$ cat src/hw/am_lock_pkg.sv
package am_lock_pkg;

	localparam int N_LANES   = 4; // physical lanes
	localparam int N_MARKERS = 4; // one code per logical lane
	localparam int BLOCK_W   = 16;

	// marker codes, top byte 0xA5 on all of them
	localparam logic [BLOCK_W-1:0] AM_CODE [N_MARKERS] = '{
		16'hA5C3,
		16'hA53C,
		16'hA596,
		16'hA569
	};

	localparam int AM_PERIOD = 64; // blocks between markers
	localparam int TIMER_W   = $clog2(AM_PERIOD + 1);

	localparam int LOCK_THR   = 2; // confirms after the first marker
	localparam int UNLOCK_THR = 3; // consecutive misses while locked
	localparam int CONF_W     = $clog2(LOCK_THR + 1);
	localparam int MISS_W     = $clog2(UNLOCK_THR + 1);

	typedef logic [$clog2(N_MARKERS)-1:0] lane_id_t;
	typedef logic [N_MARKERS-1:0]         match_t;

	typedef enum logic [1:0] {
		INIT,
		WAIT_FIRST,
		WAIT_SECOND,
		LOCKED
	} lock_state_t;

endpackage

$ cat src/hw/am_detector.sv
`timescale 1ns/1ns

module am_detector
(
	input  logic                               i_clock,
	input  logic                               i_reset,
	input  logic                               i_valid,
	input  logic [am_lock_pkg::BLOCK_W-1:0]    i_block [am_lock_pkg::N_LANES],
	input  am_lock_pkg::match_t                i_match_mask [am_lock_pkg::N_LANES],
	output logic                               o_valid,
	output am_lock_pkg::match_t                o_match_vector [am_lock_pkg::N_LANES],
	output logic [am_lock_pkg::N_LANES-1:0]    o_am_valid
);

	import am_lock_pkg::*;

	// valid delayed to line up with the registered compare
	always_ff @(posedge i_clock)
	begin
		if (i_reset)
			o_valid <= 1'b0;
		else
			o_valid <= i_valid;
	end

	// one compare per lane per marker code
	always_ff @(posedge i_clock)
	begin
		for (int l = 0; l < N_LANES; l++)
		begin
			for (int m = 0; m < N_MARKERS; m++)
			begin
				o_match_vector[l][m] <= (i_block[l] == AM_CODE[m]);
			end
		end
	end

	// mask comes straight from each lane's lock machine
	always_comb
	begin
		for (int l = 0; l < N_LANES; l++)
		begin
			o_am_valid[l] = o_valid && |(o_match_vector[l] & i_match_mask[l]);
		end
	end

endmodule

$ cat src/hw/am_lock_fsm.sv
`timescale 1ns/1ns

module am_lock_fsm
(
	input  logic                i_clock,
	input  logic                i_reset,
	input  logic                i_valid,        // delayed valid from detector
	input  logic                i_block_lock,
	input  logic                i_am_valid,     // already masked
	input  am_lock_pkg::match_t i_match_vector,
	output am_lock_pkg::match_t o_match_mask,
	output logic                o_am_lock
);

	import am_lock_pkg::*;

	lock_state_t        state, state_next;
	match_t             match_mask, mask_next;
	logic               am_lock, lock_next;
	logic [CONF_W-1:0]  conf_cnt, conf_next, conf_inc;
	logic [MISS_W-1:0]  miss_cnt, miss_next, miss_inc;
	logic [TIMER_W-1:0] timer;
	logic               timer_done;
	logic               timer_restart;

	assign o_match_mask = match_mask;
	assign o_am_lock    = am_lock;

	assign timer_done = (timer == TIMER_W'(AM_PERIOD)); // lines up with the expected marker
	assign conf_inc   = conf_cnt + 1'b1;
	assign miss_inc   = miss_cnt + 1'b1;

	always_comb
	begin
		state_next    = state;
		mask_next     = match_mask;
		lock_next     = am_lock;
		conf_next     = conf_cnt;
		miss_next     = miss_cnt;
		timer_restart = 1'b0;

		case (state)
			INIT:
			begin
				mask_next  = '1;
				lock_next  = 1'b0;
				state_next = WAIT_FIRST;
			end

			WAIT_FIRST:
			begin
				if (i_am_valid)
				begin
					mask_next     = i_match_vector; // narrow to the code just seen
					timer_restart = 1'b1;
					conf_next     = '0;
					state_next    = WAIT_SECOND;
				end
			end

			WAIT_SECOND:
			begin
				if (timer_done)
				begin
					if (i_am_valid)
					begin
						conf_next = conf_inc;
						if (conf_inc == CONF_W'(LOCK_THR))
						begin
							lock_next  = 1'b1;
							miss_next  = '0;
							state_next = LOCKED;
						end
					end
					else
					begin
						// marker not where expected, start over
						mask_next  = '1;
						state_next = WAIT_FIRST;
					end
				end
			end

			LOCKED:
			begin
				if (timer_done)
				begin
					if (i_am_valid)
						miss_next = '0;
					else if (miss_inc == MISS_W'(UNLOCK_THR))
					begin
						lock_next  = 1'b0;
						mask_next  = '1;
						miss_next  = '0;
						state_next = WAIT_FIRST;
					end
					else
						miss_next = miss_inc;
				end
			end

			default:
			begin
				state_next = INIT;
			end
		endcase
	end

	// block lock loss overrides everything, valid or not
	always_ff @(posedge i_clock)
	begin
		if (i_reset || !i_block_lock)
		begin
			state      <= INIT;
			am_lock    <= 1'b0;
			match_mask <= '1;
			conf_cnt   <= '0;
			miss_cnt   <= '0;
		end
		else if (i_valid)
		begin
			state      <= state_next;
			am_lock    <= lock_next;
			match_mask <= mask_next;
			conf_cnt   <= conf_next;
			miss_cnt   <= miss_next;
		end
	end

	// period timer, counts valid blocks 1..AM_PERIOD
	always_ff @(posedge i_clock)
	begin
		if (i_reset)
			timer <= '0;
		else if (i_valid)
			timer <= (timer_restart || timer_done) ? TIMER_W'(1) : timer + 1'b1;
	end

endmodule

$ cat src/hw/lane_map_monitor.sv
`timescale 1ns/1ns

module lane_map_monitor
(
	input  logic                            i_clock,
	input  logic                            i_reset,
	input  logic [am_lock_pkg::N_LANES-1:0] i_am_lock,
	input  am_lock_pkg::match_t             i_match_mask [am_lock_pkg::N_LANES],
	output am_lock_pkg::lane_id_t           o_lane_id [am_lock_pkg::N_LANES],
	output logic                            o_all_locked,
	output logic                            o_id_conflict
);

	import am_lock_pkg::*;

	lane_id_t id_next [N_LANES];
	logic     conflict_next;

	// one-hot mask to marker index
	function automatic lane_id_t encode(input match_t onehot);
		lane_id_t idx;
		idx = '0;
		for (int m = 0; m < N_MARKERS; m++)
		begin
			if (onehot[m])
				idx = lane_id_t'(m);
		end
		return idx;
	endfunction

	always_comb
	begin
		conflict_next = 1'b0;
		for (int l = 0; l < N_LANES; l++)
		begin
			id_next[l] = i_am_lock[l] ? encode(i_match_mask[l]) : '0; // unlocked reads 0
		end
		// only locked pairs count
		for (int i = 0; i < N_LANES - 1; i++)
		begin
			for (int j = i + 1; j < N_LANES; j++)
			begin
				if (i_am_lock[i] && i_am_lock[j] && (id_next[i] == id_next[j]))
					conflict_next = 1'b1;
			end
		end
	end

	always_ff @(posedge i_clock)
	begin
		if (i_reset)
		begin
			for (int l = 0; l < N_LANES; l++)
				o_lane_id[l] <= '0;
			o_id_conflict <= 1'b0;
			o_all_locked  <= 1'b0;
		end
		else
		begin
			for (int l = 0; l < N_LANES; l++)
				o_lane_id[l] <= id_next[l];
			o_id_conflict <= conflict_next;
			o_all_locked  <= (&i_am_lock) && !conflict_next;
		end
	end

endmodule

$ cat src/hw/am_lock_top.sv
`timescale 1ns/1ns

module am_lock_top
(
	input  logic                            i_clock,
	input  logic                            i_reset,
	input  logic                            i_valid,
	input  logic [am_lock_pkg::BLOCK_W-1:0] i_block [am_lock_pkg::N_LANES],
	input  logic [am_lock_pkg::N_LANES-1:0] i_block_lock,
	output logic [am_lock_pkg::N_LANES-1:0] o_am_lock,
	output am_lock_pkg::lane_id_t           o_lane_id [am_lock_pkg::N_LANES],
	output logic                            o_all_locked,
	output logic                            o_id_conflict
);

	import am_lock_pkg::*;

	logic               det_valid;               // valid one cycle behind input
	match_t             match_vector [N_LANES];
	logic [N_LANES-1:0] am_valid;
	match_t             match_mask [N_LANES];

	am_detector u_detector (
		.i_clock        (i_clock),
		.i_reset        (i_reset),
		.i_valid        (i_valid),
		.i_block        (i_block),
		.i_match_mask   (match_mask),
		.o_valid        (det_valid),
		.o_match_vector (match_vector),
		.o_am_valid     (am_valid)
	);

	for (genvar g = 0; g < N_LANES; g++)
	begin : g_lane
		am_lock_fsm u_fsm (
			.i_clock        (i_clock),
			.i_reset        (i_reset),
			.i_valid        (det_valid),
			.i_block_lock   (i_block_lock[g]),
			.i_am_valid     (am_valid[g]),
			.i_match_vector (match_vector[g]),
			.o_match_mask   (match_mask[g]),
			.o_am_lock      (o_am_lock[g])
		);
	end

	lane_map_monitor u_monitor (
		.i_clock       (i_clock),
		.i_reset       (i_reset),
		.i_am_lock     (o_am_lock),
		.i_match_mask  (match_mask),
		.o_lane_id     (o_lane_id),
		.o_all_locked  (o_all_locked),
		.o_id_conflict (o_id_conflict)
	);

endmodule

$ cat config.mk
export PLATFORM = sky130hd
export DESIGN_NAME = am_lock_top
export DESIGN_NICKNAME = d
export VERILOG_FILES = /design/src/hw/am_lock_pkg.sv /design/src/hw/am_detector.sv /design/src/hw/am_lock_fsm.sv /design/src/hw/lane_map_monitor.sv /design/src/hw/am_lock_top.sv
export SDC_FILE = /design/constraint.sdc
export NUM_CORES = 1
export LEC_CHECK = 0
export ABC_AREA = 1
export BUFFER_PORTS_ARGS = -buffer_cell sky130_fd_sc_hd__buf_2
export CORE_UTILIZATION = 50
export DETAILED_ROUTE_END_ITERATION = 8
export GPL_TIMING_DRIVEN = 1
export HOLD_SLACK_MARGIN = 0.1
export PLACE_DENSITY = 0.71
export SLEW_MARGIN = 0
export SYNTH_ARGS = -nofsm -noshare
export SYNTH_HDL_FRONTEND = slang
export SYNTH_SLANG_ARGS = --single-unit
$ cat constraint.sdc
create_clock -name i_clock -period 2.65 [get_ports i_clock]
set_input_delay 0.53 -clock i_clock [delete_from_list [all_inputs] [get_ports i_clock]]
set_output_delay 0.53 -clock i_clock [all_outputs]
set_load 0.05 [all_outputs]
==> reports/summary.txt <==
Fraction of the mapped netlist area in simple logic gates = 0.409
Net Count, Synth = 934
Remaining Overflow, GRT = 0
Largest family of logic cells by synthesized area = simple AND/OR/NAND/NOR gates
Post CTS Setup Buffer Count = 0
Setup TNS = 0 ns
# rows = 38
Buffers on Ports = 84
Hold Path Stages = 2
Crit-path max cell delay = 0.64 ns
WS Path Type = flip-flop to flip-flop
Core Util, Final = 0.586
IO Pins = 85
Max-slew headroom = 0.485
Maximum clock path buffer count = 2
Syn Area/Cell = 6.83 µm²
Post-DP Area = 6200 µm²
Area share of the largest cell type after synthesis = 0.348
Area leader, netlist = dfxtp_1
Initial antenna violation count = 0
Largest net degree at the start of global routing = 24
Finish-stage setup viols = 0
Total of max-cap violations = 0
Synth Flop Type = dfxtp_1
Highest Clock Rate = 532 MHz
CP max FO = 23
Metal1 wirelength = 5530 µm
Core Footprint = 11000 µm²
RSZ-0062 raised after global routing = no
Final worst-path cycle share = 0.710
Clock transition at path regs = 0.06 ns
Top Layer Used = met4
Hold slack = 0.393 ns
Worst R2R Path Depth = 8
Routed length per instance = 10.8 µm
Number of remaining DRC errors = 0
Multiplexer share of the synthesized area = 0
Hold buffers post-CTS = 0
CP most frequent cell = nand2_1
Iteration-0 DRC Markers = 229
Pre-antenna DRT Iters = 4
Critical path endpoint category = flip-flop
Drt total wl = 11400 µm
Syn Std Cell Area = 5700 µm²
Fin nets = 1015
Yosys reg bits = 99
Area Growth Syn to Fin = 13.0%
First-pass GRT wire length = 20000 µm
Total CTS buffers = 9
Distinct cells, synth = 41
Vias in the first global route = 4690
Worst path cell trace = buf_4, o21ai_2, nand2_1, nand2_1, nor2_4, nand2_2, nand2_1, nand3_1
Global Route Usage Sum = 0.212
Met2 WL post-DR = 5260 µm
# diodes = 0
Worst path bufs/invs = 1
Finished Cell Area = 6440 µm²
Die Span X = 109 µm
Vias = 5195
Synth area leaders = dfxtp_1 (35%), nand2_1 (13%), nor2_1 (9.2%)
Slew @ Worst Pin = 0.770 ns
Initial core utilization = 0.519
Post-synthesis xor/xnor area fraction = 0.0307
Crit path DAT = 2.11 ns
Max Transition Viols Final = 0
Post-synth EDFFs = 0
H-tree depth reported by CTS = 3
Compound-cell area share of the yosys netlist = 0.0645
Metal3 WL = 489 µm
Root buf cell = clkbuf_16
Leak Pwr = 0.00300 µW
Final Critical Period = 1.88 ns
Fraction of registers with async set/reset = 0
Stages on worst setup path = 8
Filler instances = 1080
Post-route ant nets = 0
Register area share after synthesis = 0.348
Outcome = finished, final reports clean
Hold WC Path Type = primary input to flip-flop
Slowest stage cell, crit path = dfxtp_1
Gate Count Post-Synth = 835
Via/cell ratio = 4.91
Gpl congestion = 0.828
TritonCTS clock tree = done
Worst setup SP type = flip-flop
Clk Latency, worst-skew pair = 0.35 ns
Die height = 109 µm
Adder-cell share of the synthesized area = 0.0615
Required time worst endpoint = 2.88 ns
DP HPWL = 8780 µm
Worst VDD drop = 0.000479 V
Final number of hold-violating endpoints = 0
Worst Clk Skew = 0.00417 ns
Share of layout cells above drive strength 1 = 0.173
Top cell family by delay on the critical path = flip-flops
PD cells = 462 nW/µm²
CTS sink count = 99
Yosys warning count = 0
Full die area = 11800 µm²
Cts repair resizes = 0
==> cell usage in the layout (no fill, tap or decap), types with 2 or more instances in the layout <==
cell	Yosys	layout
a21oi_1	20	20
a21oi_2	2	2
a21oi_4	2	2
and3b_1	2	2
buf_2	2	84
clkbuf_1	5	2
clkbuf_16	0	9
clkinv_1	5	5
dfxtp_1	99	99
ha_1	28	28
inv_1	88	88
inv_2	10	10
nand2_1	202	202
nand2_2	6	6
nand3_1	65	65
nand3_2	3	3
nand3b_1	5	5
nand4_1	23	23
nor2_1	140	140
nor2_2	6	6
nor2_4	5	5
nor2_8	2	2
nor3_1	18	18
nor3_2	2	2
nor4_1	5	5
o211ai_1	3	3
o21ai_0	12	12
o21ai_1	16	16
o21ai_2	3	3
or2_2	18	18
or4_1	3	3
xnor2_1	5	5
xor2_1	15	15
==> area by class of cell <==
cell class              instances  area, µm²  area share
multi-input cells             617       3230       0.501
well taps                     140        175      0.0272
clock inverters                 1       5.00    0.000777
repair buffers                 85        428      0.0664
flip-flops and latches         99       1980       0.308
clock buffers                  11        233      0.0361
inverters                     104        393      0.0610
==> per-stage QoR <==
stage | std cells | total power (µW) | setup WS (ns)
after global placement | 1045 | 1870 | 0.826
after global routing | 1057 | 3120 | 0.600
after CTS | 1057 | 3020 | 0.788
after floorplan | 835 | 1780 | 1.15
after detailed placement | 1045 | 1870 | 0.796
final | 1057 | 2980 | 0.769
==> path summary, 6_finish.rpt <==
check | from | slack, ns | endpoint
worst max-delay path | u_detector.o_valid$_SDFF_PP0_ | 0.77 | g_lane[3].u_fsm.o_match_mask[1]$_SDFFE_PP1P_
worst min-delay path | i_block[35] | 0.39 | u_detector.o_match_vector[8]$_DFF_P_
worst min register to register | g_lane[2].u_fsm.o_match_mask[0]$_SDFFE_PP1P_ | 0.46 | g_lane[2].u_fsm.o_match_mask[0]$_SDFFE_PP1P_
worst max register to register | u_detector.o_valid$_SDFF_PP0_ | 0.77 | g_lane[3].u_fsm.o_match_mask[1]$_SDFFE_PP1P_
==> layer usage <==
layer | vias up | GRT usage
met5 | - | 0
met4 | 0 | 0.0492
met3 | 9 | 0.0586
met2 | 79 | 0.367
met1 | 2285 | 0.261
li1 | 2822 | -
==> cell usage after synthesis (6+ instances only) <==
cell type	count
nand2_1	202
nor2_1	140
dfxtp_1	99
inv_1	88
nand3_1	65
ha_1	28
nand4_1	23
a21oi_1	20
nor3_1	18
or2_2	18
o21ai_1	16
xor2_1	15
o21ai_0	12
inv_2	10
nand2_2	6
nor2_2	6
==> power by group <==
group          internal, µW  total, µW  leakage, µW  switching [µW]
registers              1510       1540     0.000802            26.1
clock network           614       1140     0.000117             524
logic                   118        299      0.00208             182
total                  2250       2980      0.00300             732
==> flip-flops by register name, indices dropped and copies added, names as in the netlist <==
signal	flops
g_lane.u_fsm.timer	28
g_lane.u_fsm.o_match_mask	16
u_detector.o_match_vector	16
g_lane.u_fsm.conf_cnt	8
g_lane.u_fsm.miss_cnt	8
g_lane.u_fsm.state	8
u_monitor.o_lane_id	8
g_lane.u_fsm.o_am_lock	4
u_detector.o_valid	1
u_monitor.o_all_locked	1
u_monitor.o_id_conflict	1
==> cells by family after synthesis <==
| kind of cell | after synthesis |
|---|---|
| adders and majority gates | 28 |
| buffers and inverters | 119 |
| xor gates and xnor gates | 20 |
| AOI/OAI and AO/OA | 60 |
| DFF | 99 |
| and+or+nand+nor | 509 |
Note: power is estimated with default switching activity, not from simulation.
